==> config.mk <==
export PLATFORM = sky130hd
export DESIGN_NAME = tlb_write_issue
export DESIGN_NICKNAME = d
export VERILOG_FILES = /design/src/tlb_writer_pkg.sv /design/src/tlb_write_issue.sv
export SDC_FILE = /design/constraint.sdc
export NUM_CORES = 1
export LEC_CHECK = 0
export ABC_AREA = 1
export ABC_CLOCK_PERIOD_IN_PS = 4010
export BUFFER_PORTS_ARGS = -buffer_cell sky130_fd_sc_hd__buf_2
export CAP_MARGIN = 20
export CORE_MARGIN = 2
export CORE_UTILIZATION = 38
export CTS_CLUSTER_DIAMETER = 60
export CTS_CLUSTER_SIZE = 10
export DETAILED_ROUTE_END_ITERATION = 12
export PLACE_DENSITY = 0.77
export SYNTH_ARGS = -nofsm -noshare
export SYNTH_HDL_FRONTEND = slang
export SYNTH_SLANG_ARGS = --single-unit
==> constraint.sdc <==
create_clock -name clk -period 4.01 [get_ports clk]
set_clock_uncertainty 0.1 [all_clocks]
set_input_delay 0.802 -clock clk [delete_from_list [all_inputs] [get_ports clk]]
set_output_delay 0.802 -clock clk [all_outputs]
set_load 0.1 [all_outputs]
==> src/tlb_writer_pkg.sv <==
package tlb_writer_pkg;

    // Bus widths
    localparam int unsigned ADDR_W = 64;
    localparam int unsigned DATA_W = 64;

    // TLB geometry
    localparam int unsigned TLB_WAYS = 4;
    localparam int unsigned WAY_W = 2;
    localparam int unsigned PAGE_SHIFT = 12;
    localparam int unsigned SET_BITS = 10;
    localparam int unsigned TAG_W = 35;
    localparam int unsigned PPN_W = 28;
    localparam int unsigned WAY_STRIDE_SHIFT = 13;
    localparam int unsigned ENTRY_SHIFT = 3;

    // Address map
    localparam logic [ADDR_W-1:0] TLB_BASE_ADDR = 64'h0000_0000_0011_0000;
    localparam logic [ADDR_W-1:0] REPLAY_ADDR = 64'h0000_0000_0100_0000;
    localparam logic [DATA_W-1:0] REPLAY_DATA = 64'h0000_0000_0000_0100;

    // FIFO sizing
    localparam int unsigned FIFO_DEPTH = 64;
    localparam int unsigned FIFO_PTR_W = $clog2(FIFO_DEPTH);
    localparam int unsigned FIFO_CNT_W = FIFO_PTR_W + 1;

    typedef logic [ADDR_W-1:0] vaddr_t;

    typedef struct packed {
        vaddr_t            vaddr;
        logic [ADDR_W-1:0] paddr;
    } translation_t;

    typedef struct packed {
        logic [ADDR_W-1:0] awaddr;
        logic              awvalid;
        logic [DATA_W-1:0] wdata;
        logic              wvalid;
        logic              bready;
    } axi_wr_req_t;

    typedef struct packed {
        logic awready;
        logic wready;
        logic bvalid;
    } axi_wr_rsp_t;

    typedef struct packed {
        logic [ADDR_W-1:0] araddr;
        logic              arvalid;
        logic              rready;
    } axi_rd_req_t;

    typedef struct packed {
        logic              arready;
        logic              rvalid;
        logic [DATA_W-1:0] rdata;
    } axi_rd_rsp_t;

    // Completion carries the physical address byte-reversed
    function automatic logic [ADDR_W-1:0] paddr_from_completion(input logic [DATA_W-1:0] cpl);
        return {cpl[7:0], cpl[15:8], cpl[23:16], cpl[31:24], cpl[39:32], cpl[47:40],
                cpl[55:52], 12'd0};
    endfunction

    function automatic logic [DATA_W-1:0] tlb_entry(input vaddr_t vaddr,
                                                    input logic [ADDR_W-1:0] paddr);
        logic [ADDR_W-1:0] tag;
        logic [ADDR_W-1:0] ppn;
        tag = vaddr >> (PAGE_SHIFT + SET_BITS);
        ppn = paddr >> PAGE_SHIFT;
        // Valid bit on top, then tag and page number
        return {1'b1, tag[TAG_W-1:0], ppn[PPN_W-1:0]};
    endfunction

    function automatic logic [ADDR_W-1:0] tlb_way_addr(input logic [WAY_W-1:0] way,
                                                       input vaddr_t vaddr);
        logic [ADDR_W-1:0] set_idx;
        set_idx = ADDR_W'(vaddr[PAGE_SHIFT +: SET_BITS]);
        return TLB_BASE_ADDR + (ADDR_W'(way) << WAY_STRIDE_SHIFT) + (set_idx << ENTRY_SHIFT);
    endfunction

endpackage
==> src/tlb_write_issue.sv <==
`timescale 1ns/1ps

module tlb_write_issue (
    input  logic                                clk,
    input  logic                                aresetn,
    input  logic                                start,
    input  logic [tlb_writer_pkg::ADDR_W-1:0]   addr,
    input  logic [tlb_writer_pkg::DATA_W-1:0]   data,
    output tlb_writer_pkg::axi_wr_req_t         wr_req,
    input  tlb_writer_pkg::axi_wr_rsp_t         wr_rsp,
    output logic                                done
);

    typedef enum logic [1:0] {
        S_IDLE,
        S_REQ,
        S_RESP
    } state_t;

    state_t state;
    logic [tlb_writer_pkg::ADDR_W-1:0] awaddr_q;
    logic [tlb_writer_pkg::DATA_W-1:0] wdata_q;
    logic awvalid;
    logic wvalid;
    logic bready;
    logic aw_seen;
    logic w_seen;
    logic aw_hs;
    logic w_hs;

    assign wr_req = '{awaddr: awaddr_q, awvalid: awvalid, wdata: wdata_q,
                      wvalid: wvalid, bready: bready};

    assign aw_hs = awvalid && wr_rsp.awready;
    assign w_hs = wvalid && wr_rsp.wready;

    always_ff @(posedge clk) begin
        if (start && state == S_IDLE) begin
            awaddr_q <= addr;
            wdata_q <= data;
        end
    end

    always_ff @(posedge clk) begin
        if (!aresetn) begin
            state <= S_IDLE;
            awvalid <= 1'b0;
            wvalid <= 1'b0;
            bready <= 1'b0;
            aw_seen <= 1'b0;
            w_seen <= 1'b0;
            done <= 1'b0;
        end else begin
            done <= 1'b0;
            case (state)
                S_IDLE: begin
                    if (start) begin
                        awvalid <= 1'b1;
                        wvalid <= 1'b1;
                        aw_seen <= 1'b0;
                        w_seen <= 1'b0;
                        state <= S_REQ;
                    end
                end
                S_REQ: begin
                    // Address and data channels may finish in any order
                    if (aw_hs) begin
                        awvalid <= 1'b0;
                        aw_seen <= 1'b1;
                    end
                    if (w_hs) begin
                        wvalid <= 1'b0;
                        w_seen <= 1'b1;
                    end
                    if ((aw_seen || aw_hs) && (w_seen || w_hs)) begin
                        bready <= 1'b1;
                        state <= S_RESP;
                    end
                end
                S_RESP: begin
                    if (wr_rsp.bvalid) begin
                        bready <= 1'b0;
                        done <= 1'b1;
                        state <= S_IDLE;
                    end
                end
                default: state <= S_IDLE;
            endcase
        end
    end

endmodule

==> results.ini <==
[synthesis]
yosysMostFrequentCell=edfxtp_1
async_flop_share_pct=0
synth_cells=175
yosys-top-cells-area=edfxtp_1 92%, dfxtp_1 3.8%, nand2_1 1.1%, a21oi_1 0.84%, inv_1 0.63%
synth-seq-cells=136
yosys-top-cells-count=128 x edfxtp_1, 12 x nand2_1, 8 x dfxtp_1
syn_area_mm2=0.00418
synthDistinctLibCells=12
synth_fp_nets=309
synth_top_cell_area_share_pct=91.9
synth_ff_type=edfxtp_1
yosysTopAreaCell=edfxtp_1
yosysSeqAreaShare_pct=95.7
avgSynthCellArea_um2=23.9
synth_warnings=0
synth_enable_flop_cells=128

[detailed_routing]
drt_iter0_drc=88
detail-route-antenna-nets=0
num_vias=2606
drc_errors=0
wl_per_cell_um=15.6
routed_wl_mm=9.53
drtPass1Iterations=4
viasPerCell=4.27

[layout]
drive_gt1_share_pct=63.8
layout.nets=591
register_area_mm2=0.00400
finalInstanceArea_mm2=0.00631
fillers=817
multiInputGateArea_um2=128
area_growth_pct=50.8

[worst_setup_path]
path_class=flip-flop to primary output
crit_path_end_kind=primary output
path_cells=buf_2
slowest_delay_ns=0.44
cp.depth=1
crit_arrival_ns=1.31
r2r_cells=4
cpMaxStageDelayCell=buf_2
crit_buf_inv=1
crit_fanout=4
crit_family=buffers and inverters
required_ns=3.11
startpoint_type=flip-flop

[place]
dp_hpwl_mm=7.12
port-buffer-count=265
gp_congestion=0.679
placed_cell_area_mm2=0.00569

[global_routing]
grtUsageTotal_pct=15.3
grt_pass1_wl_mm=13.1
antenna_found_initial=0
first_global_vias=2510
gr-total-overflow=0
grt_max_degree=66

[clocking]
post_cts_resized=0
cts_tree=built
post_cts_buffers=0
clkTransAtPathRegs_ns=0.06
clockRootBuffer=clkbuf_8
cts_hold_buf=0
cts_max_level=4
clock_latency_ns=0.50
cts_buffers=17
clk_path_buf_depth=2
cts.sinks=136

[floorplan]
dieArea_mm2=0.0119
fp.dieH_um=109
core_area_mm2=0.0108
placementRows=38
dieWidth_um=109
start_util_pct=38.8
pin_count=266

[timing]
finalCriticalPeriod_ns=2.22
tns_ns=0
slew_headroom_pct=47.3
fin_crit_sh_pct=55.2
final_hold_viol_count=0
final_max_slew_viol_count=0
rsz0062_at_grt=false
tightest_slew_ns=0.790
fmax_mhz=451
finalSetupViolCount=0

[power_and_ir_drop]
leakagePower_nw=2.72
powerDensity_mw_per_mm2=650
vdd_drop_max_v=0.000318

[outcome]
outcome=completed

[flow_run]
cap_violations=0

[hold_path]
hp-class=flip-flop to flip-flop
holdPathStages=2

[report_power, final]
part           total, mW  switching, mW  internal, mW
clock network       1.62          0.556          1.06
logic              0.797          0.693         0.104
registers           1.69         0.0226          1.66
total               4.10           1.27          2.83
[registers in the layout, summed over array words and instances (netlist names)]
signal / count
state: 2
awvalid: 1
wdata_q: 64
done: 1
bready: 1
awaddr_q: 64
w_seen: 1
aw_seen: 1
wvalid: 1
[metrics by stage]
| stage | hold slack [ns] | setup WS [ns] | util [%] | std cells | total power, mW |
|---|---|---|---|---|---|
| 4_1_cts | 0.337 | 1.76 | 58.4 | 609 | 4.14 |
| 3_3_place_gp | 0.337 | 1.59 | 52.7 | 578 | 2.50 |
| 5_1_grt | 0.332 | 1.73 | 58.4 | 609 | 4.23 |
| 6_report | 0.360 | 1.79 | 58.5 | 610 | 4.10 |
| 2_1_floorplan | 0.326 | 0.0595 | - | 175 | 2.37 |
| 3_5_place_dp | 0.351 | 1.52 | 52.7 | 578 | 2.52 |
[cell type report]
cell class / count / share of cell area [%]
Sequential cell: 136 / 63.5
Timing Repair Buffer: 266 / 21.3
Clock buffer: 17 / 6.56
Clock inverter: 14 / 3.27
Tap cell: 140 / 2.78
Multi-Input combinational cell: 28 / 2.02
Inverter: 8 / 0.516
Antenna cell: 1 / 0.0397
[final timing paths]
| path | from | end | slack (ns) |
|---|---|---|---|
| max | wvalid$_SDFFE_PN0P_ | wr_req[1] | 1.79 |
| max reg2reg | state[0]$_SDFFE_PN0P_ | awaddr_q[52]$_DFFE_PP_ | 1.97 |
| min | bready$_SDFFE_PN0P_ | bready$_SDFFE_PN0P_ | 0.36 |
| min reg2reg | bready$_SDFFE_PN0P_ | bready$_SDFFE_PN0P_ | 0.36 |
[kinds of logic after synthesis]
kind of cell	after synthesis	synth area share, %
AOI/OAI and AO/OA	9	1.08
buffers and inverters	11	1.26
DFF	136	95.7
and+or+nand+nor	19	1.97
[tightest hold or removal path, cell delays in order, from the launching register on]
cell	delay, ns
dfxtp_1	0.31
inv_1	0.05
a21oi_1	0.06
[cells in the final DEF (no fill, tap or decap), drive strengths merged]
cell type | synthesis | layout
nor2 | 3 | 3
edfxtp | 128 | 128
bufinv | 0 | 5
buf | 3 | 266
o21ai | 2 | 2
nand2 | 13 | 13
clkinvlp | 0 | 1
clkinv | 0 | 8
nand3 | 3 | 3
a21oi | 7 | 7
dfxtp | 8 | 8
inv | 8 | 8
clkbuf | 0 | 17
diode | 0 | 1
[layer usage]
metal / GRT usage [%] / wire length, um / up-vias
met5: 0 / 0 / -
met4: 7.60 / 189 / 0
met3: 6.16 / 986 / 18
met2: 24.2 / 4640 / 158
met1: 18.1 / 3710 / 1194
li1: - / - / 1236
No activity file was read; power rests on OpenSTA's default activity.
