<file path="src/tlb_writer_pkg.sv">
package tlb_writer_pkg;

    // Bus widths
    localparam int unsigned ADDR_W = 64;
    localparam int unsigned DATA_W = 64;

    // TLB geometry
    localparam int unsigned TLB_WAYS = 4;
    localparam int unsigned WAY_W = 2;
    localparam int unsigned PAGE_SHIFT = 12;
    localparam int unsigned SET_BITS = 10;
    localparam int unsigned TAG_W = 35;
    localparam int unsigned PPN_W = 28;
    localparam int unsigned WAY_STRIDE_SHIFT = 13;
    localparam int unsigned ENTRY_SHIFT = 3;

    // Address map
    localparam logic [ADDR_W-1:0] TLB_BASE_ADDR = 64'h0000_0000_0011_0000;
    localparam logic [ADDR_W-1:0] REPLAY_ADDR = 64'h0000_0000_0100_0000;
    localparam logic [DATA_W-1:0] REPLAY_DATA = 64'h0000_0000_0000_0100;

    // FIFO sizing
    localparam int unsigned FIFO_DEPTH = 64;
    localparam int unsigned FIFO_PTR_W = $clog2(FIFO_DEPTH);
    localparam int unsigned FIFO_CNT_W = FIFO_PTR_W + 1;

    typedef logic [ADDR_W-1:0] vaddr_t;

    typedef struct packed {
        vaddr_t            vaddr;
        logic [ADDR_W-1:0] paddr;
    } translation_t;

    typedef struct packed {
        logic [ADDR_W-1:0] awaddr;
        logic              awvalid;
        logic [DATA_W-1:0] wdata;
        logic              wvalid;
        logic              bready;
    } axi_wr_req_t;

    typedef struct packed {
        logic awready;
        logic wready;
        logic bvalid;
    } axi_wr_rsp_t;

    typedef struct packed {
        logic [ADDR_W-1:0] araddr;
        logic              arvalid;
        logic              rready;
    } axi_rd_req_t;

    typedef struct packed {
        logic              arready;
        logic              rvalid;
        logic [DATA_W-1:0] rdata;
    } axi_rd_rsp_t;

    // Completion carries the physical address byte-reversed
    function automatic logic [ADDR_W-1:0] paddr_from_completion(input logic [DATA_W-1:0] cpl);
        return {cpl[7:0], cpl[15:8], cpl[23:16], cpl[31:24], cpl[39:32], cpl[47:40],
                cpl[55:52], 12'd0};
    endfunction

    function automatic logic [DATA_W-1:0] tlb_entry(input vaddr_t vaddr,
                                                    input logic [ADDR_W-1:0] paddr);
        logic [ADDR_W-1:0] tag;
        logic [ADDR_W-1:0] ppn;
        tag = vaddr >> (PAGE_SHIFT + SET_BITS);
        ppn = paddr >> PAGE_SHIFT;
        // Valid bit on top, then tag and page number
        return {1'b1, tag[TAG_W-1:0], ppn[PPN_W-1:0]};
    endfunction

    function automatic logic [ADDR_W-1:0] tlb_way_addr(input logic [WAY_W-1:0] way,
                                                       input vaddr_t vaddr);
        logic [ADDR_W-1:0] set_idx;
        set_idx = ADDR_W'(vaddr[PAGE_SHIFT +: SET_BITS]);
        return TLB_BASE_ADDR + (ADDR_W'(way) << WAY_STRIDE_SHIFT) + (set_idx << ENTRY_SHIFT);
    endfunction

endpackage
</file>
<file path="src/sync_fifo.sv">
`timescale 1ns/1ps

module sync_fifo #(
    parameter type payload_t = logic
) (
    input  logic     clk,
    input  logic     aresetn,
    input  logic     push,
    input  payload_t din,
    input  logic     pop,
    output payload_t dout,
    output logic     empty,
    output logic     full
);

    payload_t mem [tlb_writer_pkg::FIFO_DEPTH];

    logic [tlb_writer_pkg::FIFO_PTR_W-1:0] wr_ptr;
    logic [tlb_writer_pkg::FIFO_PTR_W-1:0] rd_ptr;
    logic [tlb_writer_pkg::FIFO_CNT_W-1:0] count;
    logic wr_en;
    logic rd_en;

    // Pushes into a full buffer are dropped
    assign wr_en = push && !full;
    assign rd_en = pop && !empty;

    assign empty = (count == '0);
    assign full = (count == tlb_writer_pkg::FIFO_CNT_W'(tlb_writer_pkg::FIFO_DEPTH));

    // Head shows without a read cycle
    assign dout = mem[rd_ptr];

    always_ff @(posedge clk) begin
        if (wr_en) begin
            mem[wr_ptr] <= din;
        end
    end

    always_ff @(posedge clk) begin
        if (!aresetn) begin
            wr_ptr <= '0;
            rd_ptr <= '0;
            count <= '0;
        end else begin
            if (wr_en) begin
                wr_ptr <= wr_ptr + 1'b1;
            end
            if (rd_en) begin
                rd_ptr <= rd_ptr + 1'b1;
            end
            if (wr_en && !rd_en) begin
                count <= count + 1'b1;
            end else if (rd_en && !wr_en) begin
                count <= count - 1'b1;
            end
        end
    end

endmodule

</file>
<file path="config.mk">
export PLATFORM = sky130hd
export DESIGN_NAME = sync_fifo
export DESIGN_NICKNAME = d
export VERILOG_FILES = /design/src/tlb_writer_pkg.sv /design/src/sync_fifo.sv
export SDC_FILE = /design/constraint.sdc
export NUM_CORES = 1
export LEC_CHECK = 0
export BUFFER_PORTS_ARGS = -buffer_cell sky130_fd_sc_hd__buf_4
export CAP_MARGIN = 20
export CORE_MARGIN = 4
export CORE_UTILIZATION = 45
export CTS_BUF_LIST = sky130_fd_sc_hd__clkbuf_16
export CTS_CLUSTER_DIAMETER = 100
export DETAILED_ROUTE_END_ITERATION = 10
export SYNTH_ARGS = -nofsm -noshare
export SYNTH_HDL_FRONTEND = slang
export SYNTH_SLANG_ARGS = --single-unit
</file>
<file path="constraint.sdc">
create_clock -name clk -period 4.05 [get_ports clk]
set_input_delay 0 -clock clk [delete_from_list [all_inputs] [get_ports clk]]
set_output_delay 0 -clock clk [all_outputs]
set_load 0.02 [all_outputs]
</file>
==> flow_metrics.env <==
export IMPL_p_sw_frac=0.3123
export IMPL_numCtsBuffers=9
export IMPL_clkLatencyLatePin_ns=0.34
export IMPL_cts_htree_levels=3
export IMPL_grt_pass1_vias=2511
export IMPL_p_seq_frac=0.429
export IMPL_relSlewSlack=0.5079
export IMPL_wl_mm=7.845
export IMPL_p_leak_nw=1.448
export IMPL_drc=0
export IMPL_cp_startpoint="count[2]$_SDFFE_PN0P_"
export IMPL_overflow=0
export IMPL_hold_start="pop"
export IMPL_initial_core_util=0.4643
export IMPL_gp_congestion=0.8558
export IMPL_finalSetupViolations=0
export IMPL_post_route_min_period_ns=3.197
export IMPL_hold_violations=0
export IMPL_nFillCells=752
export IMPL_slew_violations=0
export IMPL_drt_iter0_drc=175
export IMPL_syn_cell_area_um2=4049
export IMPL_syn_inst=326
export IMPL_postRouteAntennaNets=0
export IMPL_grt_setup_unrepaired="no"
export IMPL_power_frac_comb=0.273
export IMPL_synth_top_area_cell="edfxtp_1"
export IMPL_crit_type="flop to flop"
export IMPL_antenna_found_initial=0
export IMPL_finClkSkew_ns=0.007116
export IMPL_finalCritPeriodShare=0.7893
export IMPL_dr_total_vias=2472
export IMPL_drtPass1Iterations=4
export IMPL_syn_nets=341
export IMPL_grt_start_max_net_pins=65
export IMPL_die_w_um=102.9
export IMPL_grt_pass1_wl_mm=12.97
export IMPL_reg2reg_from="count[2]$_SDFFE_PN0P_"
export IMPL_synth_edf_count=64
export IMPL_path_max_fanout=6
export IMPL_peakVddDrop_mv=0.3454
export IMPL_power_share_clock=0.298
export IMPL_core_um2=8721
export IMPL_cp_start_kind="flop"
export IMPL_cts_sinks=89
export IMPL_tightestPinTransition_ns=0.7372
export IMPL_synth_ff_type="edfxtp_1"
export IMPL_cts_resized=0
export IMPL_grtUsageTotal=0.1655
export IMPL_required_ns=4.34
export IMPL_num_rows=34
export IMPL_synth_seq_cells=89
export IMPL_dieArea_um2=10580
export IMPL_synth_area_per_cell_um2=12.42
export IMPL_seq_area_frac_synth=0.5983
export IMPL_p_int_w=0.001776
export IMPL_outcome="completed"
export IMPL_mostFrequentLayoutCells="86 x nor2_1, 64 x edfxtp_1, 25 x dfxtp_1"
export IMPL_viasPerCell=5.555
export IMPL_synthToLayoutAreaGrowth_pct=10.17
export IMPL_synth_top_cell_area_share=0.4747
export IMPL_synth_warnings=0
export IMPL_port_buffer_count=7
export IMPL_clkTransAtPathRegs_ns=0.07
export IMPL_power_density_nw_per_um2=579.0
export IMPL_pin_count=8
export IMPL_arrival_ns=3.48
export IMPL_cap_violations=0
export IMPL_final_common_cell="nor2_1"
export IMPL_stdcell_count=445
export IMPL_cts_tree="yes"
export IMPL_hold_class="input pin to flop"
export IMPL_cts_path_max_buffers=2
export IMPL_wl_per_cell_um=17.63
export IMPL_hpwl_mm=4.949
export IMPL_synthTopCellsByArea="edfxtp_1 47%, dfxtp_1 12%, mux4_2 8.9%, nor2_1 8.0%, ha_1 2.8%"
export IMPL_layout_drive_gt1_share=0.1454
export IMPL_async_flop_share=0
export IMPL_fp_dieH_um=102.9
export IMPL_root_buffer="clkbuf_16"
export IMPL_place_inst=428
export IMPL_synth_cell_types=51
export IMPL_antenna_cells=0
export IMPL_crit_path_end_kind="flop"
export IMPL_fmaxAchievable_mhz=312.8
export IMPL_p_switching_w=0.0008065
export IMPL_final_nets=347
export IMPL_setup_tns_ns=0
cells by family after synthesis:
| logic type | Yosys count | share of synthesized area |
|---|---|---|
| AND/OR/NAND/NOR | 147 | 0.1690 |
| flip-flops | 89 | 0.5983 |
| AO/OA/AOI/OAI | 27 | 0.05161 |
| multiplexers | 22 | 0.1041 |
| buffers and inverters | 21 | 0.02256 |
| XOR/XNOR | 10 | 0.02163 |
| adder cells (fa/ha/maj) | 10 | 0.03276 |
layer usage:
| layer | track usage | routed length (um) | vias to the layer above | share of wire |
|---|---|---|---|---|
| li1 | - | - | 1204 | - |
| met1 | 0.2327 | 3838 | 1229 | 0.49 |
| met2 | 0.2577 | 3663 | 33 | 0.47 |
| met3 | 0.02706 | 282 | 6 | 0.036 |
| met4 | 0.06773 | 59 | 0 | 0.0075 |
| met5 | 0 | 0 | - | 0 |
cell usage after synthesis (all sizes together), types with 2 or more instances:
library cell / number
inv: 5
nor2: 86
or4: 2
and3: 2
nor2b: 5
nand3b: 2
nand2: 18
a31oi: 2
or3: 3
nand4b: 2
nor4: 3
ha: 9
o21ai: 2
nor3: 6
or3b: 2
edfxtp: 64
nand4: 4
a21oi: 9
nand3: 7
xor2: 7
mux4: 16
xnor2: 3
clkbuf: 9
dfxtp: 25
o2111ai: 2
buf: 5
mux2i: 5
clkinv: 2
o21a: 4
nor3b: 2
sequential cells by signal, summed over array words and instances, names as in the netlist, named ones only:
register	flops
mem	64
count	7
rd_ptr	6
wr_ptr	6
critical path, stage by stage (launching register included):
cell and delay (ns):
dfxtp_1 0.35, or4_4 0.55, o41a_4 0.40, clkinv_2 0.10
ha_1 0.24, inv_1 0.15, ha_1 0.34, a21oi_1 0.08
a21boi_0 0.22, o21ai_0 0.13, a2111oi_0 0.41, a311o_1 0.16
through the flow:
step	hold slack (ns)	area [um2]	setup WS [ns]	utilization	power [W]
after floorplan	0.09887	4049	1.103	-	0.001675
after global placement	0.2788	4180	0.9332	0.4793	0.001828
after detailed placement	0.2851	4180	0.8741	0.4793	0.001839
after CTS	0.08869	4461	0.8402	0.5115	0.002603
after global routing	0.1134	4461	0.6194	0.5115	0.002710
final	0.08826	4461	0.8533	0.5115	0.002582
final timing paths:
kind,endpoint,slack (ns),depth (start not counted)
setup reg to reg,count[5]$_SDFFE_PN0P_,0.85,11
hold / removal,flop,0.09,4
hold reg to reg,flop,0.51,2
setup / recovery,count[5]$_SDFFE_PN0P_,0.85,11
power by group through the flow:
stage | combinational [W] | clock (W) | sequential, W
2_1_floorplan | 0.000576 | 0 | 0.00110
3_3_place_gp | 0.000699 | 0 | 0.00113
3_5_place_dp | 0.000709 | 0 | 0.00113
4_1_cts | 0.000714 | 0.000779 | 0.00111
5_1_grt | 0.000779 | 0.000812 | 0.00112
6_report | 0.000705 | 0.000769 | 0.00111
layout make-up:
type                       instances  area [um2]  area share
sequential                        89        2422      0.5431
multi-input combinational        216        1535      0.3442
clock buffer                       9       225.2     0.05049
tap                              108       135.1     0.03029
timing repair buffer               9       70.07     0.01571
clock inverter                     7       45.04     0.01010
inverter                           7       27.53    0.006171
repair_timing:
item,CTS,global route
endpoints found under the hold margin,3,0
hold buffers,1,0
setup buffers,0,0
No activity file was read; power rests on OpenSTA's default activity.
