`config.mk`:
```
export PLATFORM = sky130hd
export DESIGN_NAME = tlb_read_probe
export DESIGN_NICKNAME = d
export VERILOG_FILES = /design/src/tlb_writer_pkg.sv /design/src/tlb_read_probe.sv
export SDC_FILE = /design/constraint.sdc
export NUM_CORES = 1
export LEC_CHECK = 0
export BUFFER_PORTS_ARGS = -buffer_cell sky130_fd_sc_hd__buf_2
export CORE_MARGIN = 2
export CORE_UTILIZATION = 33
export DETAILED_ROUTE_END_ITERATION = 12
export PLACE_DENSITY = 0.83
export SLEW_MARGIN = 30
export SYNTH_ARGS = -nofsm -noshare
export SYNTH_HDL_FRONTEND = slang
export SYNTH_SLANG_ARGS = --single-unit
```
`constraint.sdc`:
```
create_clock -name clk -period 3.95 [get_ports clk]
set_input_delay 0.79 -clock clk [delete_from_list [all_inputs] [get_ports clk]]
set_output_delay 0.79 -clock clk [all_outputs]
set_load 0.03 [all_outputs]
```
`src/tlb_writer_pkg.sv`:
```
package tlb_writer_pkg;

    // Bus widths
    localparam int unsigned ADDR_W = 64;
    localparam int unsigned DATA_W = 64;

    // TLB geometry
    localparam int unsigned TLB_WAYS = 4;
    localparam int unsigned WAY_W = 2;
    localparam int unsigned PAGE_SHIFT = 12;
    localparam int unsigned SET_BITS = 10;
    localparam int unsigned TAG_W = 35;
    localparam int unsigned PPN_W = 28;
    localparam int unsigned WAY_STRIDE_SHIFT = 13;
    localparam int unsigned ENTRY_SHIFT = 3;

    // Address map
    localparam logic [ADDR_W-1:0] TLB_BASE_ADDR = 64'h0000_0000_0011_0000;
    localparam logic [ADDR_W-1:0] REPLAY_ADDR = 64'h0000_0000_0100_0000;
    localparam logic [DATA_W-1:0] REPLAY_DATA = 64'h0000_0000_0000_0100;

    // FIFO sizing
    localparam int unsigned FIFO_DEPTH = 64;
    localparam int unsigned FIFO_PTR_W = $clog2(FIFO_DEPTH);
    localparam int unsigned FIFO_CNT_W = FIFO_PTR_W + 1;

    typedef logic [ADDR_W-1:0] vaddr_t;

    typedef struct packed {
        vaddr_t            vaddr;
        logic [ADDR_W-1:0] paddr;
    } translation_t;

    typedef struct packed {
        logic [ADDR_W-1:0] awaddr;
        logic              awvalid;
        logic [DATA_W-1:0] wdata;
        logic              wvalid;
        logic              bready;
    } axi_wr_req_t;

    typedef struct packed {
        logic awready;
        logic wready;
        logic bvalid;
    } axi_wr_rsp_t;

    typedef struct packed {
        logic [ADDR_W-1:0] araddr;
        logic              arvalid;
        logic              rready;
    } axi_rd_req_t;

    typedef struct packed {
        logic              arready;
        logic              rvalid;
        logic [DATA_W-1:0] rdata;
    } axi_rd_rsp_t;

    // Completion carries the physical address byte-reversed
    function automatic logic [ADDR_W-1:0] paddr_from_completion(input logic [DATA_W-1:0] cpl);
        return {cpl[7:0], cpl[15:8], cpl[23:16], cpl[31:24], cpl[39:32], cpl[47:40],
                cpl[55:52], 12'd0};
    endfunction

    function automatic logic [DATA_W-1:0] tlb_entry(input vaddr_t vaddr,
                                                    input logic [ADDR_W-1:0] paddr);
        logic [ADDR_W-1:0] tag;
        logic [ADDR_W-1:0] ppn;
        tag = vaddr >> (PAGE_SHIFT + SET_BITS);
        ppn = paddr >> PAGE_SHIFT;
        // Valid bit on top, then tag and page number
        return {1'b1, tag[TAG_W-1:0], ppn[PPN_W-1:0]};
    endfunction

    function automatic logic [ADDR_W-1:0] tlb_way_addr(input logic [WAY_W-1:0] way,
                                                       input vaddr_t vaddr);
        logic [ADDR_W-1:0] set_idx;
        set_idx = ADDR_W'(vaddr[PAGE_SHIFT +: SET_BITS]);
        return TLB_BASE_ADDR + (ADDR_W'(way) << WAY_STRIDE_SHIFT) + (set_idx << ENTRY_SHIFT);
    endfunction

endpackage
```
`src/tlb_read_probe.sv`:
```
`timescale 1ns/1ps

module tlb_read_probe (
    input  logic                                clk,
    input  logic                                aresetn,
    input  logic                                start,
    input  logic [tlb_writer_pkg::ADDR_W-1:0]   addr,
    output tlb_writer_pkg::axi_rd_req_t         rd_req,
    input  tlb_writer_pkg::axi_rd_rsp_t         rd_rsp,
    output logic                                done,
    output logic                                entry_valid
);

    typedef enum logic [1:0] {
        S_IDLE,
        S_ADDR,
        S_DATA
    } state_t;

    state_t state;
    logic [tlb_writer_pkg::ADDR_W-1:0] araddr_q;
    logic arvalid;
    logic rready;

    assign rd_req = '{araddr: araddr_q, arvalid: arvalid, rready: rready};

    // Entry data only needs its valid bit
    always_ff @(posedge clk) begin
        if (start && state == S_IDLE) begin
            araddr_q <= addr;
        end
        if (state == S_DATA && rd_rsp.rvalid) begin
            entry_valid <= rd_rsp.rdata[63];
        end
    end

    always_ff @(posedge clk) begin
        if (!aresetn) begin
            state <= S_IDLE;
            arvalid <= 1'b0;
            rready <= 1'b0;
            done <= 1'b0;
        end else begin
            done <= 1'b0;
            case (state)
                S_IDLE: begin
                    if (start) begin
                        arvalid <= 1'b1;
                        state <= S_ADDR;
                    end
                end
                S_ADDR: begin
                    if (rd_rsp.arready) begin
                        arvalid <= 1'b0;
                        rready <= 1'b1;
                        state <= S_DATA;
                    end
                end
                S_DATA: begin
                    if (rd_rsp.rvalid) begin
                        rready <= 1'b0;
                        done <= 1'b1;
                        state <= S_IDLE;
                    end
                end
                default: state <= S_IDLE;
            endcase
        end
    end

endmodule

```
==> out/results.ini, run 1 <==
[clock_tree]
cts_buffers = 9
postCtsSetupBuffers = 0
cts_max_level = 3
cts_sinks = 70
cts-root-buf = clkbuf_8
cts_resized = 0
path_clk_slew_ns = 0.07
cts_hold_buffers = 0
cts_tree = built
clk_latency_ns = 0.34
cts_buffer_depth = 2

[timing]
setup_viol = 0
slew_violations = 0
hold_violations = 0
fmaxAchievable_mhz = 530.2
setup_tns_ns = 0
fin_ws_ns = 2.064
fin_crit_sh_pct = 47.75
grt_setup_unrepaired = false
skew_ns = 0.007792
tightest_slew_ns = 0.7442
layout_min_cycle_time_ns = 1.886
maxSlewHeadroom_pct = 50.27

[grt]
antenna_found_initial = 0
grt_busiest_layer = met2
grtUsageMet3_pct = 7.315
grt.total_usage_pct = 12.58
grt_pass1_vias = 1416
grt_pass1_wl_um = 6658
grt_overflow = 0
grt_use_met1_pct = 14.12
grt_max_degree = 39
grtUsageMet2_pct = 18.82

[setup_path]
crit_chain = buf_2, nand2b_2, nor2_4, buf_12
regToRegSetupSlack_ns = 2.16
r2r_cells = 3
worstSetupStartpointType = input port
required_ns = 3.97
r2r_end = araddr_q[39]
crit_fanout = 38
path_buf_inv = 2
cp_top_family = simple AND/OR/NAND/NOR gates
r2r-start = state[1]
critPathSlowestCell = nor2_4
critPathCaptureType = register
cpPeakStageDelay_ns = 0.58
worstSetupPathType = input port to register
worstPathArrival_ns = 1.91

[route]
via_per_inst = 4.288
wl_per_cell_um = 14.09
vias = 1372
firstDrtPassIters = 4
antenna_left = 0
drc_errors = 0
routed_wl_um = 4508
drt_iter0_markers = 19

[die]
core_mm2 = 0.006386
dieArea_mm2 = 0.007319
io_pins = 201
start_util_pct = 34.37
rows = 29
fp.dieH_um = 85.55
die_w_um = 85.55

[placed_design]
post_dp_cell_area_mm2 = 0.002989
routabilityCongestion = 0.7293
dp_hpwl_um = 3546
place_ws_ns = 1.706
io_buffers = 137

[hold_path]
min-delay-start = arvalid
min_path_cells = 2
hold_end = arvalid
hp-class = register to register

[yosys]
synth-xor-area-share_pct = 0
synth-edff-count = 65
synth.area.top_cells = edfxtp_1, dfxtp_1, nand2b_2, a2111oi_2, buf_4
yosys.area.top_type = edfxtp_1
synth_fa_ha_area_share_pct = 0
syn_inst = 91
synth_compound_area_share_pct = 1.767
postSynthAreaPerCell_um2 = 24.12
synth_top_family_by_area = simple AND/OR/NAND/NOR gates
synth.mux.area_fraction_pct = 0
synth-seq-cells = 70
synth_nets = 224
synth_top_area_share_pct = 88.94
syn-cell-area_mm2 = 0.002195
yosysMostFrequentCell = edfxtp_1
async_flop_share_pct = 0
synth_cell_type_count = 17
synthSimpleGateAreaFrac_pct = 3.706
synthTopCellsByCount = edfxtp_1, dfxtp_1
synth_ff_type = edfxtp_1
ys_seq_area_share_pct = 93.50
synth.yosys.warnings = 0

[power_and_ir_drop]
leakagePower_nw = 1.376
ir_worst_vdd_mv = 0.2603
p_per_area_mw_per_mm2 = 534.7

[flow_run]
cap_violations = 0

[finish]
nets = 371
fillers = 537
final_area_mm2 = 0.003211
antennaDiodeCount = 0
syn_to_final_growth_pct = 46.29
layout-drive-gt1-share_pct = 65.43

[run_status]
status = finished clean

==> registers in the layout, summed over array words and instances (netlist names) <==
name	flops
done	1
araddr_q	64
rready	1
state	2
entry_valid	1
arvalid	1
==> tightest hold or removal path: stages (launching register included) <==
cell	delay, ns
dfxtp_1	0.33
inv_1	0.07
a2111oi_2	0.05
==> metal layers <==
layer	wire [µm]	share of wire, %	up-vias
met2	2177	48	91
met1	1648	37	625
met5	0	0	-
met4	103	2.3	0
met3	579	13	11
li1	-	-	645
==> logic make-up after synthesis <==
kind of cell / after synthesis
DFF: 70
and+or+nand+nor: 12
AOI/OAI and AO/OA: 5
buffers and inverters: 4
==> cells in the final DEF (no fill, tap or decap), drive strengths merged <==
master    Yosys  routed
nand2b        4       4
edfxtp       65      65
a21oi         2       2
dfxtp         5       5
a2111oi       1       1
and3b         1       1
o22ai         1       1
clkinvlp      0       1
and3          1       1
and2          1       1
nor2b         2       2
clkbuf        0      10
nor2          1       1
clkinv        0       1
inv           2       4
o21a          1       1
bufinv        0       2
nand2         1       1
nor3b         1       1
buf           2     138
==> how the worst max path moves through the flow <==
stage / from / depth (start not counted) / end / slack, ns
final: start / 4 / araddr_q[39] / 2.06
after global routing: start / 4 / araddr_q[39] / 1.99
after CTS: start / 4 / araddr_q[16] / 2.06
after detailed placement: start / 4 / araddr_q[61] / 1.71
after global placement: start / 4 / araddr_q[6] / 1.75
after floorplan: start / 2 / araddr_q[0] / 1.01
==> area by class of cell <==
| class | instances | area, µm² | area share, % |
|---|---|---|---|
| clock buffer | 10 | 127.6 | 3.975 |
| clock inverter | 6 | 93.84 | 2.923 |
| inverter | 2 | 7.507 | 0.2338 |
| multi-input combinational | 17 | 127.6 | 3.975 |
| sequential | 70 | 2052 | 63.91 |
| tap | 77 | 96.34 | 3.001 |
| timing repair buffer | 138 | 705.7 | 21.98 |
==> report_power, final <==
group | leakage (nW) | switching [mW] | internal [mW]
clock network | 0.107 | 0.262 | 0.361
registers | 0.663 | 0.0133 | 0.870
logic | 0.605 | 0.147 | 0.0636
total | 1.38 | 0.422 | 1.29
==> per-stage QoR <==
| step | utilization (%) | std cells | hold slack, ns | total power, mW |
|---|---|---|---|---|
| after floorplan | - | 91 | 0.4588 | 1.029 |
| after global placement | 46.81 | 304 | 0.4683 | 1.109 |
| after detailed placement | 46.81 | 304 | 0.4816 | 1.114 |
| after CTS | 50.27 | 320 | 0.4933 | 1.740 |
| after global routing | 50.27 | 320 | 0.5286 | 1.785 |
| final | 50.27 | 320 | 0.4896 | 1.717 |
Note: power is estimated with default switching activity, not from simulation.
==> run 2, diff against run 1 <==
Clock period 3.95 ns to 1.7 ns, I/O delays scaled along.
==> out/results.ini, run 2 (synthesis gave the netlist of run 1 again) <==
[run_status]
status = finished clean  ; unchanged

[setup_path]
critPathCaptureType = output port  ; was register
crit_start = rready  ; was start
regToRegSetupSlack_ns = 0.47  ; was 2.16 ns
r2r_end = araddr_q[41]  ; was araddr_q[39]
cpPeakStageDelay_ns = 0.37  ; was 0.58 ns
crit_chain = buf_2  ; was buf_2, nand2b_2, nor2_4, buf_12
r2r-start = state[1]  ; unchanged
worstSetupPathType = register to output port  ; was input port to register
critPathSlowestCell = dfxtp_1  ; was nor2_4
r2r_cells = 3  ; unchanged
required_ns = 1.36  ; was 3.97 ns
crit_cells = 1  ; was 4
critPathCapture = rd_req[0]  ; was araddr_q[39]
cp_top_family = flip-flops  ; was simple AND/OR/NAND/NOR gates
worstSetupStartpointType = register  ; was input port
path_buf_inv = 1  ; was 2
worstPathArrival_ns = 0.92  ; was 1.91 ns
crit_fanout = 3  ; was 38

[finish]
syn_to_final_growth_pct = 45.33  ; was 46.29%
post-route-util_pct = 49.94  ; was 50.27%
nets = 372  ; was 371
final_common_cell = buf_2  ; unchanged
layout-drive-gt1-share_pct = 66.39  ; was 65.43%
final_cell_mix = buf_2, edfxtp_1, clkbuf_8, dfxtp_1, clkinvlp_4  ; was buf_2, edfxtp_1, clkbuf_8, dfxtp_1
top_register = araddr_q  ; unchanged
largest_register_ffs = 64  ; unchanged
antennaDiodeCount = 0  ; unchanged
reg_top3 = araddr_q (64), state (2)  ; unchanged

[timing]
maxSlewHeadroom_pct = 81.02  ; was 50.27%
grt_setup_unrepaired = false  ; unchanged
tightest_slew_ns = 0.2844  ; was 0.7442 ns
slew_violations = 0  ; unchanged
layout_min_cycle_time_ns = 1.260
setup_viol = 0  ; unchanged
skew_ns = 0.008454  ; was 0.007792 ns
hold_violations = 0  ; unchanged
fmaxAchievable_mhz = 793.4
fin_crit_sh_pct = 74.14

[route]
firstDrtPassIters = 4  ; unchanged
routed_wl_um = 4548  ; was 4508 µm
met3_length_um = 553  ; was 579 µm
drt_iter0_markers = 38  ; was 19
route.met2.wl_um = 2204  ; was 2177 µm
top_layer_used = met4  ; unchanged
wl_per_cell_um = 14.17  ; was 14.09 µm
drc_errors = 0  ; unchanged
antenna_left = 0  ; unchanged
via_per_inst = 4.293  ; was 4.288
wl_met1_um = 1713  ; was 1648 µm
vias = 1378  ; was 1372

[grt]
antenna_found_initial = 0  ; unchanged
grt_overflow = 0  ; unchanged
grt.total_usage_pct = 12.83  ; was 12.58%
grt_max_degree = 37  ; was 39
grt_pass1_vias = 1392  ; was 1416
grt_pass1_wl_um = 6865  ; was 6658 µm

[flow_run]
cap_violations = 0  ; unchanged

[clock_tree]
path_clk_slew_ns = 0.08  ; was 0.07 ns
postCtsSetupBuffers = 0  ; unchanged
cts_hold_buffers = 0  ; unchanged
cts_resized = 0  ; unchanged
cts-root-buf = clkbuf_8  ; unchanged
cts_max_level = 3  ; unchanged
cts_buffers = 9  ; unchanged
cts_tree = built  ; unchanged
cts_sinks = 70  ; unchanged
cts_buffer_depth = 2  ; unchanged
clk_latency_ns = 0.34  ; about the same

[die]
start_util_pct = 34.37  ; unchanged
die_w_um = 85.55  ; unchanged
fp.dieH_um = 85.55  ; unchanged
core_mm2 = 0.006386  ; unchanged
dieArea_mm2 = 0.007319  ; unchanged
rows = 29  ; unchanged
io_pins = 201  ; unchanged

[power_and_ir_drop]
ir_worst_vdd_mv = 0.5892  ; was 0.2603 mV
leakagePower_nw = 1.361  ; was 1.376 nW
finalPower_mw = 3.705  ; was 1.717 mW
p_per_area_mw_per_mm2 = 1162  ; was 534.7 mW/mm²

[placed_design]
dp_hpwl_um = 3436  ; was 3546 µm
io_buffers = 137  ; unchanged
routabilityCongestion = 0.7027  ; was 0.7293

[hold_path]
hp-class = input port to register  ; was register to register

[run 2: cell types whose count changed in the layout (fill, tap and decap cells not counted), sizes merged]
cell,change
clkbuf,-1
bufinv,-2
inv,-1
clkinvlp,+2
buf,+1
clkinv,+2
[run 2: metrics by stage]
step                      setup TNS [ns]  hold WS [ns]  setup WS (ns)  instances  area, µm²
after CTS                              0        0.1476         0.4147        321       3189
after detailed placement               0        0.4891         0.4348        305       3015
after global placement                 0        0.4766         0.4572        305       3015
after floorplan                   -8.726        0.4389        -0.1363         91       2208
after global routing                   0        0.1400         0.3912        321       3189
final                                  0        0.1724         0.4396        321       3189
[run 2: routing by layer]
layer	vias to the layer above	track usage, %
met2	86	20.10
li1	645	-
met5	-	0
met1	638	14.18
met3	9	7.218
met4	0	6.061
[run 2: where the power goes]
group | total [mW] | leakage [nW] | internal, mW | switching (mW)
clock | 1.15 | 0.0816 | 0.530 | 0.621
combinational | 0.499 | 0.616 | 0.157 | 0.343
sequential | 2.05 | 0.663 | 2.02 | 0.0336
total | 3.70 | 1.36 | 2.71 | 0.998
[run 2: final cells by class]
class                      instances  area, µm²
sequential                        70       2053
clock buffer                       9      123.9
inverter                           2      7.507
multi-input combinational         17      132.6
timing repair buffer             139      725.7
clock inverter                     7      50.05
tap                               77      96.34
fill                             558       3197
[run 2: how the worst min path moves through the flow]
stage,startpoint,endpoint,cells past startpoint
global placement,arvalid,arvalid,2
detailed placement,arvalid,arvalid,2
CTS,addr[17],araddr_q[17],1
finish,addr[17],araddr_q[17],1
floorplan,addr[0],araddr_q[0],0
global route,addr[55],araddr_q[55],1
