===== src/tlb_writer_pkg.sv =====
package tlb_writer_pkg;

    // Bus widths
    localparam int unsigned ADDR_W = 64;
    localparam int unsigned DATA_W = 64;

    // TLB geometry
    localparam int unsigned TLB_WAYS = 4;
    localparam int unsigned WAY_W = 2;
    localparam int unsigned PAGE_SHIFT = 12;
    localparam int unsigned SET_BITS = 10;
    localparam int unsigned TAG_W = 35;
    localparam int unsigned PPN_W = 28;
    localparam int unsigned WAY_STRIDE_SHIFT = 13;
    localparam int unsigned ENTRY_SHIFT = 3;

    // Address map
    localparam logic [ADDR_W-1:0] TLB_BASE_ADDR = 64'h0000_0000_0011_0000;
    localparam logic [ADDR_W-1:0] REPLAY_ADDR = 64'h0000_0000_0100_0000;
    localparam logic [DATA_W-1:0] REPLAY_DATA = 64'h0000_0000_0000_0100;

    // FIFO sizing
    localparam int unsigned FIFO_DEPTH = 64;
    localparam int unsigned FIFO_PTR_W = $clog2(FIFO_DEPTH);
    localparam int unsigned FIFO_CNT_W = FIFO_PTR_W + 1;

    typedef logic [ADDR_W-1:0] vaddr_t;

    typedef struct packed {
        vaddr_t            vaddr;
        logic [ADDR_W-1:0] paddr;
    } translation_t;

    typedef struct packed {
        logic [ADDR_W-1:0] awaddr;
        logic              awvalid;
        logic [DATA_W-1:0] wdata;
        logic              wvalid;
        logic              bready;
    } axi_wr_req_t;

    typedef struct packed {
        logic awready;
        logic wready;
        logic bvalid;
    } axi_wr_rsp_t;

    typedef struct packed {
        logic [ADDR_W-1:0] araddr;
        logic              arvalid;
        logic              rready;
    } axi_rd_req_t;

    typedef struct packed {
        logic              arready;
        logic              rvalid;
        logic [DATA_W-1:0] rdata;
    } axi_rd_rsp_t;

    // Completion carries the physical address byte-reversed
    function automatic logic [ADDR_W-1:0] paddr_from_completion(input logic [DATA_W-1:0] cpl);
        return {cpl[7:0], cpl[15:8], cpl[23:16], cpl[31:24], cpl[39:32], cpl[47:40],
                cpl[55:52], 12'd0};
    endfunction

    function automatic logic [DATA_W-1:0] tlb_entry(input vaddr_t vaddr,
                                                    input logic [ADDR_W-1:0] paddr);
        logic [ADDR_W-1:0] tag;
        logic [ADDR_W-1:0] ppn;
        tag = vaddr >> (PAGE_SHIFT + SET_BITS);
        ppn = paddr >> PAGE_SHIFT;
        // Valid bit on top, then tag and page number
        return {1'b1, tag[TAG_W-1:0], ppn[PPN_W-1:0]};
    endfunction

    function automatic logic [ADDR_W-1:0] tlb_way_addr(input logic [WAY_W-1:0] way,
                                                       input vaddr_t vaddr);
        logic [ADDR_W-1:0] set_idx;
        set_idx = ADDR_W'(vaddr[PAGE_SHIFT +: SET_BITS]);
        return TLB_BASE_ADDR + (ADDR_W'(way) << WAY_STRIDE_SHIFT) + (set_idx << ENTRY_SHIFT);
    endfunction

endpackage

===== src/tlb_update_ctrl.sv =====
`timescale 1ns/1ps

module tlb_update_ctrl (
    input  logic                                clk,
    input  logic                                aresetn,
    input  logic                                cache_overlap,
    input  tlb_writer_pkg::translation_t        head,
    input  logic                                head_valid,
    output logic                                pop,
    output logic                                probe_start,
    output logic [tlb_writer_pkg::ADDR_W-1:0]   probe_addr,
    input  logic                                probe_done,
    input  logic                                probe_entry_valid,
    output logic                                write_start,
    output logic [tlb_writer_pkg::ADDR_W-1:0]   write_addr,
    output logic [tlb_writer_pkg::DATA_W-1:0]   write_data,
    input  logic                                write_done
);

    typedef enum logic [1:0] {
        S_IDLE,
        S_PROBE,
        S_WR_ENTRY,
        S_WR_REPLAY
    } state_t;

    state_t state;
    logic cache_overlap_q;
    logic [tlb_writer_pkg::WAY_W-1:0] cycle_cnt;
    logic [tlb_writer_pkg::WAY_W-1:0] way;
    logic [tlb_writer_pkg::ADDR_W-1:0] way_addr;
    logic last_way;

    assign way_addr = tlb_writer_pkg::tlb_way_addr(way, head.vaddr);
    assign last_way = (way == tlb_writer_pkg::WAY_W'(tlb_writer_pkg::TLB_WAYS - 1));

    assign probe_addr = way_addr;

    // Replay word replaces the entry once the entry write is done
    always_comb begin
        if (state == S_WR_REPLAY) begin
            write_addr = tlb_writer_pkg::REPLAY_ADDR;
            write_data = tlb_writer_pkg::REPLAY_DATA;
        end else begin
            write_addr = way_addr;
            write_data = tlb_writer_pkg::tlb_entry(head.vaddr, head.paddr);
        end
    end

    // Head is released as soon as the entry is in the TLB
    assign pop = (state == S_WR_ENTRY) && write_done;

    // Overlap flag takes effect one cycle late
    always_ff @(posedge clk) begin
        if (!aresetn) begin
            cache_overlap_q <= 1'b0;
        end else begin
            cache_overlap_q <= cache_overlap;
        end
    end

    // Free-running counter doubles as victim picker
    always_ff @(posedge clk) begin
        if (!aresetn) begin
            cycle_cnt <= '0;
        end else begin
            cycle_cnt <= cycle_cnt + 1'b1;
        end
    end

    always_ff @(posedge clk) begin
        if (!aresetn) begin
            state <= S_IDLE;
            way <= '0;
            probe_start <= 1'b0;
            write_start <= 1'b0;
        end else begin
            probe_start <= 1'b0;
            write_start <= 1'b0;
            case (state)
                S_IDLE: begin
                    if (head_valid) begin
                        way <= '0;
                        probe_start <= 1'b1;
                        state <= S_PROBE;
                    end
                end
                S_PROBE: begin
                    if (probe_done) begin
                        if (!probe_entry_valid) begin
                            write_start <= 1'b1;
                            state <= S_WR_ENTRY;
                        end else if (last_way) begin
                            // Set is full so evict a pseudo-random way
                            way <= cycle_cnt;
                            write_start <= 1'b1;
                            state <= S_WR_ENTRY;
                        end else begin
                            way <= way + 1'b1;
                            probe_start <= 1'b1;
                        end
                    end
                end
                S_WR_ENTRY: begin
                    if (write_done) begin
                        if (!cache_overlap_q) begin
                            write_start <= 1'b1;
                            state <= S_WR_REPLAY;
                        end else begin
                            state <= S_IDLE;
                        end
                    end
                end
                S_WR_REPLAY: begin
                    if (write_done) begin
                        state <= S_IDLE;
                    end
                end
                default: state <= S_IDLE;
            endcase
        end
    end

endmodule


===== config.mk =====
export PLATFORM = sky130hd
export DESIGN_NAME = tlb_update_ctrl
export DESIGN_NICKNAME = d
export VERILOG_FILES = /design/src/tlb_writer_pkg.sv /design/src/tlb_update_ctrl.sv
export SDC_FILE = /design/constraint.sdc
export NUM_CORES = 1
export LEC_CHECK = 0
export BUFFER_PORTS_ARGS = -buffer_cell sky130_fd_sc_hd__buf_2
export CAP_MARGIN = 20
export CORE_AREA = 2 2 127 129
export DETAILED_ROUTE_END_ITERATION = 8
export DIE_AREA = 0 0 129 131
export SKIP_CTS_REPAIR_TIMING = 1
export SLEW_MARGIN = 30
export SYNTH_ARGS = -nofsm -noshare
export SYNTH_HDL_FRONTEND = slang
export SYNTH_SLANG_ARGS = --single-unit
export TNS_END_PERCENT = 100

===== constraint.sdc =====
create_clock -name clk -period 1.4 [get_ports clk]
set_input_delay 0.28 -clock clk [delete_from_list [all_inputs] [get_ports clk]]
set_output_delay 0.28 -clock clk [all_outputs]
set_load 0.005 [all_outputs]

==> out/qor.yml, run 1 <==
synth_xor_area_share_pct: 0.468
overflow: 0
dpl_cell_area_um2: 2610
finalHoldViolCount: 0
clockBufferDepth: 2
yosysMostFrequentCell: "buf_4"
slowest_stage: "dfxtp_4"
reg2reg_depth: 7
die_y_um: 131
synth-simple-area-share_pct: 33.4
min_path_type: "primary input to flop"
finalClockSkew_ns: 0.00105
timing.hold.ws_ns: 0.249
postSynth.topFlopCell: "dfxtp_1"
antenna_found_initial: 0
drtIter0Drc: 26
path_cells: "ha_4, buf_12, clkbuf_16, nor2b_1, buf_2"
yosysTopAreaCell: "buf_4"
violations: "setup timing"
core_area_um2: 15600
cp_top_family: "buffers and inverters"
wirelength_mm: 5.67
final_area_um2: 3010
drc: 0
drv_slew: 0
p_comb_share_pct: 60.9
cts_tree: "done"
synth.area.mux_share_pct: 1.61
drv_cap: 0
timing.final.crit_share_pct: 114
finalCriticalPeriod_ns: 1.60
cp-end-kind: "output pin"
multiInputGateArea_um2: 1270
synthArstFlopShare_pct: 0
io_pins: 330
synthAdderAreaFrac_pct: 3.34
grt_max_degree: 39
peakVddDrop_mv: 0.542
yosys.area.top_type_share_pct: 45.4
drt-vias-per-instance: 2.84
grtUsageTotal_pct: 4.63
setup_viol: 81
grt_pass1_wl_mm: 6.21
r2r_setup_slack_ns: -0.01
path_clk_slew_ns: 0.04
insertedDiodeCount: 0
final_nets: 570
ys_ff_latch: 9
fin_ws_ns: -0.201
gp_congestion: 0.695
groute.layer.met1.usage_pct: 6.33
switching_power_w: 0.000775
critPathMaxFanout: 5
timing.rr.end: "way[1]"
ant_nets: 0
clkSinkCount: 9
routedWlPerCell_um: 8.78
vias: 1835
crit_end: "write_data[54]"
portBuffers: 173
avgSynthCellArea_um2: 7.31
ys_top_cells_by_count: "buf_4, nor2b_1, dfxtp_1"
die-area_um2: 16900
crit_start: "state[0]"
fmax_mhz: 625
busiest_layer: "met2"
area_growth_pct: 60.8
hpwlAfterDp_mm: 4.39
leakage_nw: 1.71
syn_area_um2: 1870
grt_pass1_vias: 1281
root_buffer: "clkbuf_16"
synth_top_family_by_area: "buffers and inverters"
initial_core_util_pct: 12.0
netlist_instances: 256
layout-drive-gt1-share_pct: 51.7
synth_edf_count: 0
htreeDepth: 1
total_power_w: 0.00217
power_frac_seq_pct: 15.9
first_pass_iters: 3
critPathLaunchType: "flop"
clk_latency_ns: 0.23
synth_compound_area_share_pct: 2.61
met3_usage_pct: 0.407
path_depth: 5
ys_seq_area_share_pct: 9.63
met2_usage_pct: 7.69
final_util_pct: 19.3
rsz0062_at_grt: "yes"
regArea_um2: 188
power.internal_w: 0.00140
clock_power_share_pct: 23.1
p_per_area_nw_per_um2: 722
switching_share_pct: 35.7
path_buf_inv: 3
crit_path_max_incr_delay_ns: 0.35
synthDistinctLibCells: 26
fillCellCount: 1755
arrival_ns: 1.32
synth_top_cells_by_area: "buf_4, nor2b_1, dfxtp_1"
ys_warn_count: 0
criticalPathCategory: "flop to output pin"
cts_inserted_buffers: 3
die_x_um: 129
required_ns: 1.12
r2r_start: "state[0]"
num_rows: 46
status: "complete, but fails checks"
==> cells in the final DEF (no fill, tap or decap), types with 4 or more instances in the layout <==
cell,n
clkbuf_16,6
nor2b_4,10
nor2b_1,63
buf_4,9
conb_1,101
buf_6,5
buf_2,168
nor2b_2,7
nand3_1,4
buf_12,5
nand2_1,5
nand2b_1,4
dfxtp_1,7
==> layer usage <==
layer  vias to the layer above  wire [um]  share of wire [%]
met4                         0         50               0.88
met1                       806       2330                 41
met5                         -          0                  0
met3                         5        342                6.0
li1                        911          -                  -
met2                       113       2940                 52
==> registers in the layout (all words and copies together) (netlist names) <==
signal	cells
probe_start	1
way	2
write_start	1
cache_overlap_q	1
cycle_cnt	2
state	2
==> cell type report <==
type	instances	share of cell area, %
clock buffers	4	2.62
inverters	5	0.874
multi-input cells	219	42.4
flip-flops and latches	9	6.24
well taps	216	8.99
repair buffers	192	38.9
==> through the flow <==
step / setup WS [ns] / std cells / TNS, ns
6_report: -0.201 / 645 / -10.25
5_1_grt: -0.249 / 645 / -14.73
4_1_cts: -0.273 / 636 / -12.12
3_5_place_dp: -0.0373 / 632 / -0.0650
3_3_place_gp: -0.0192 / 632 / -0.0336
2_1_floorplan: 0.0519 / 355 / 0
==> cells by family after synthesis <==
family,Yosys count
buf+inv,127
simple gates,102
flops,9
compound gates,7
fa+ha+maj,5
mux,3
other cells,2
xor+xnor,1
==> how the worst min path moves through the flow <==
stage                  startpoint         endpoint  slack, ns  depth (start not counted)
finish              cache_overlap  cache_overlap_q       0.25                          2
global route        cache_overlap  cache_overlap_q       0.29                          2
CTS                 cache_overlap  cache_overlap_q       0.25                          2
detailed placement   cycle_cnt[0]     cycle_cnt[0]       0.47                          1
global placement     cycle_cnt[0]     cycle_cnt[0]       0.47                          1
floorplan           cache_overlap  cache_overlap_q       0.41                          1
==> power groups by stage <==
stage	Combinational [W]	Sequential, W	Clock (W)
2_1_floorplan	0.000792	0.000333	0
3_3_place_gp	0.00110	0.000327	0
3_5_place_dp	0.00110	0.000330	0
4_1_cts	0.00111	0.000326	0.000513
5_1_grt	0.00149	0.000353	0.000530
6_report	0.00132	0.000346	0.000502
Note: power is estimated with default switching activity, not from simulation.
==> run 2, diff against run 1 <==
- BUFFER_PORTS_ARGS: -buffer_cell sky130_fd_sc_hd__buf_2 -> not set
- CORE_AREA: 2 2 127 129 -> 2 2 128 130
- DIE_AREA: 0 0 129 131 -> 0 0 130 132
- DONT_BUFFER_PORTS: not set -> 1
==> run 2 against run 1 <==
  * The flow still finishes with violations (setup timing)
  * Maximum frequency increased by 3.3%
  * Sequential share of layout area rose by 0.50 points
  * Count of clock-buffer cells in the layout unchanged
  * Worst setup slack improved by 0.051 ns
  * Largest cell class unchanged
  * Sequential power up 1%
  * Core utilization down 1.6 points
==> out/qor.yml, run 2 (synthesized netlist as in run 1, its figures left out) <==
final_common_cell: "conb_1"
path_buf_inv: 4
htreeDepth: 1
final_util_pct: 17.7
grt_pass1_vias: 1028
drc: 0
reg2reg_depth: 8
cp_top_family: "buffers and inverters"
crit_end: "write_addr[20]"
overflow: 0
fin_ws_ns: -0.150
finalHoldViolCount: 0
drv_cap: 0
clockBufferDepth: 2
gp_congestion: 0.760
fmax_mhz: 645
wirelength_mm: 7.20
slowest_stage: "dfxtp_4"
top_regs: "cycle_cnt: 2 flops, state: 2 flops, way: 2 flops"
fillCellCount: 1737
final_nets: 415
cp_common_cell: "buf_6"
timing.rr.end: "way[1]"
cts_tree: "done"
final_cell_mix: "conb_1, nor2b_4, buf_6"
root_buffer: "clkbuf_16"
regArea_um2: 188
die-area_um2: 17200
required_ns: 1.12
clk_latency_ns: 0.24
path_depth: 5
total_power_w: 0.00232
routedWlPerCell_um: 14.7
rsz0062_at_grt: "yes"
critPathMaxFanout: 7
criticalPathCategory: "flop to output pin"
grt_pass1_wl_mm: 7.26
setup_viol: 76
crit_path_max_incr_delay_ns: 0.36
layout-drive-gt1-share_pct: 44.5
grtUsageTotal_pct: 5.97
drtIter0Drc: 24
p_per_area_nw_per_um2: 833
die_y_um: 132
num_rows: 46
portBuffers: 0
vias: 1355
cts_inserted_buffers: 3
core_area_um2: 15700
ant_nets: 0
leakage_nw: 1.43
crit_start: "state[1]"
min_path_type: "primary input to flop"
r2r_start: "state[0]"
violations: "setup timing"
grt_max_degree: 29
cp-end-kind: "output pin"
path_cells: "ha_4, buf_6, buf_12, inv_4, buf_6"
clkSinkCount: 9
finalClockSkew_ns: 0.00296
multiInputGateArea_um2: 1710
finalCriticalPeriod_ns: 1.55
peakVddDrop_mv: 0.606
path_clk_slew_ns: 0.04
hpwlAfterDp_mm: 5.45
r2r_setup_slack_ns: -0.04
io_pins: 330
antenna_found_initial: 2
arrival_ns: 1.27
drt-vias-per-instance: 2.76
critPathLaunchType: "flop"
status: "complete, but fails checks"
initial_core_util_pct: 11.9
area_growth_pct: 49.0
drv_slew: 0
die_x_um: 130
timing.final.crit_share_pct: 111
first_pass_iters: 4
[run 2: cell count changes in the layout (fill, tap and decap cells not counted), sizes merged]
cell    delta
clkbuf     +2
diode      +1
buf      -157
[run 2: worst min-delay path by stage]
| stage | from | cells past startpoint | slack (ns) | endpoint |
|---|---|---|---|---|
| 2_1_floorplan | cache_overlap | 1 | 0.41 | cache_overlap_q |
| 3_3_place_gp | aresetn | 1 | 0.41 | cycle_cnt[1] |
| 3_5_place_dp | aresetn | 1 | 0.41 | cache_overlap_q |
| 4_1_cts | aresetn | 1 | 0.16 | cache_overlap_q |
| 5_1_grt | aresetn | 1 | 0.17 | cache_overlap_q |
| 6_report | aresetn | 1 | 0.16 | cache_overlap_q |
[run 2: cell type report]
class                           instances  area share, %
Antenna cell                            1         0.0898
Clock buffer                            4           2.83
Inverter                                5          0.853
Multi-Input combinational cell        219           61.2
Sequential cell                         9           6.74
Tap cell                              216           9.70
Timing Repair Buffer                   37           18.6
[run 2: through the flow]
stage / instance area [um^2] / setup slack [ns] / TNS [ns] / hold slack [ns] / instances
2_1_floorplan: 2240 / 0.0519 / 0 / 0.407 / 355
3_3_place_gp: 1810 / -0.0289 / -0.0289 / 0.406 / 467
3_5_place_dp: 1810 / -0.0465 / -0.0536 / 0.411 / 467
4_1_cts: 1890 / -0.263 / -10.51 / 0.164 / 471
5_1_grt: 2790 / -0.199 / -11.04 / 0.174 / 491
6_report: 2790 / -0.150 / -8.17 / 0.164 / 491
[run 2: metal layers]
layer  share of wire [%]  track usage (%)  vias up
li1                    -                -      607
met1                  40             7.74      627
met2                  48             9.22      110
met3                  10             2.52        9
met4                0.89             1.25        2
met5                0.18                0        -
[run 2: where the power goes]
group / leakage, nW / internal (W) / switching, W
combinational: 1.31 / 0.000770 / 0.000685
sequential: 0.0753 / 0.000310 / 0.0000397
clock: 0.0382 / 0.000382 / 0.000134
total: 1.43 / 0.00146 / 0.000859
[run 2: worst reg2reg max path, delay by kind of cell (launching register included)]
kind,cells,cell delay (ns)
muxes,1,0.20
DFF,1,0.35
AOI/OAI and AO/OA,1,0.18
adders and majority gates,1,0.14
and+or+nand+nor,2,0.12
buffers and inverters,3,0.33
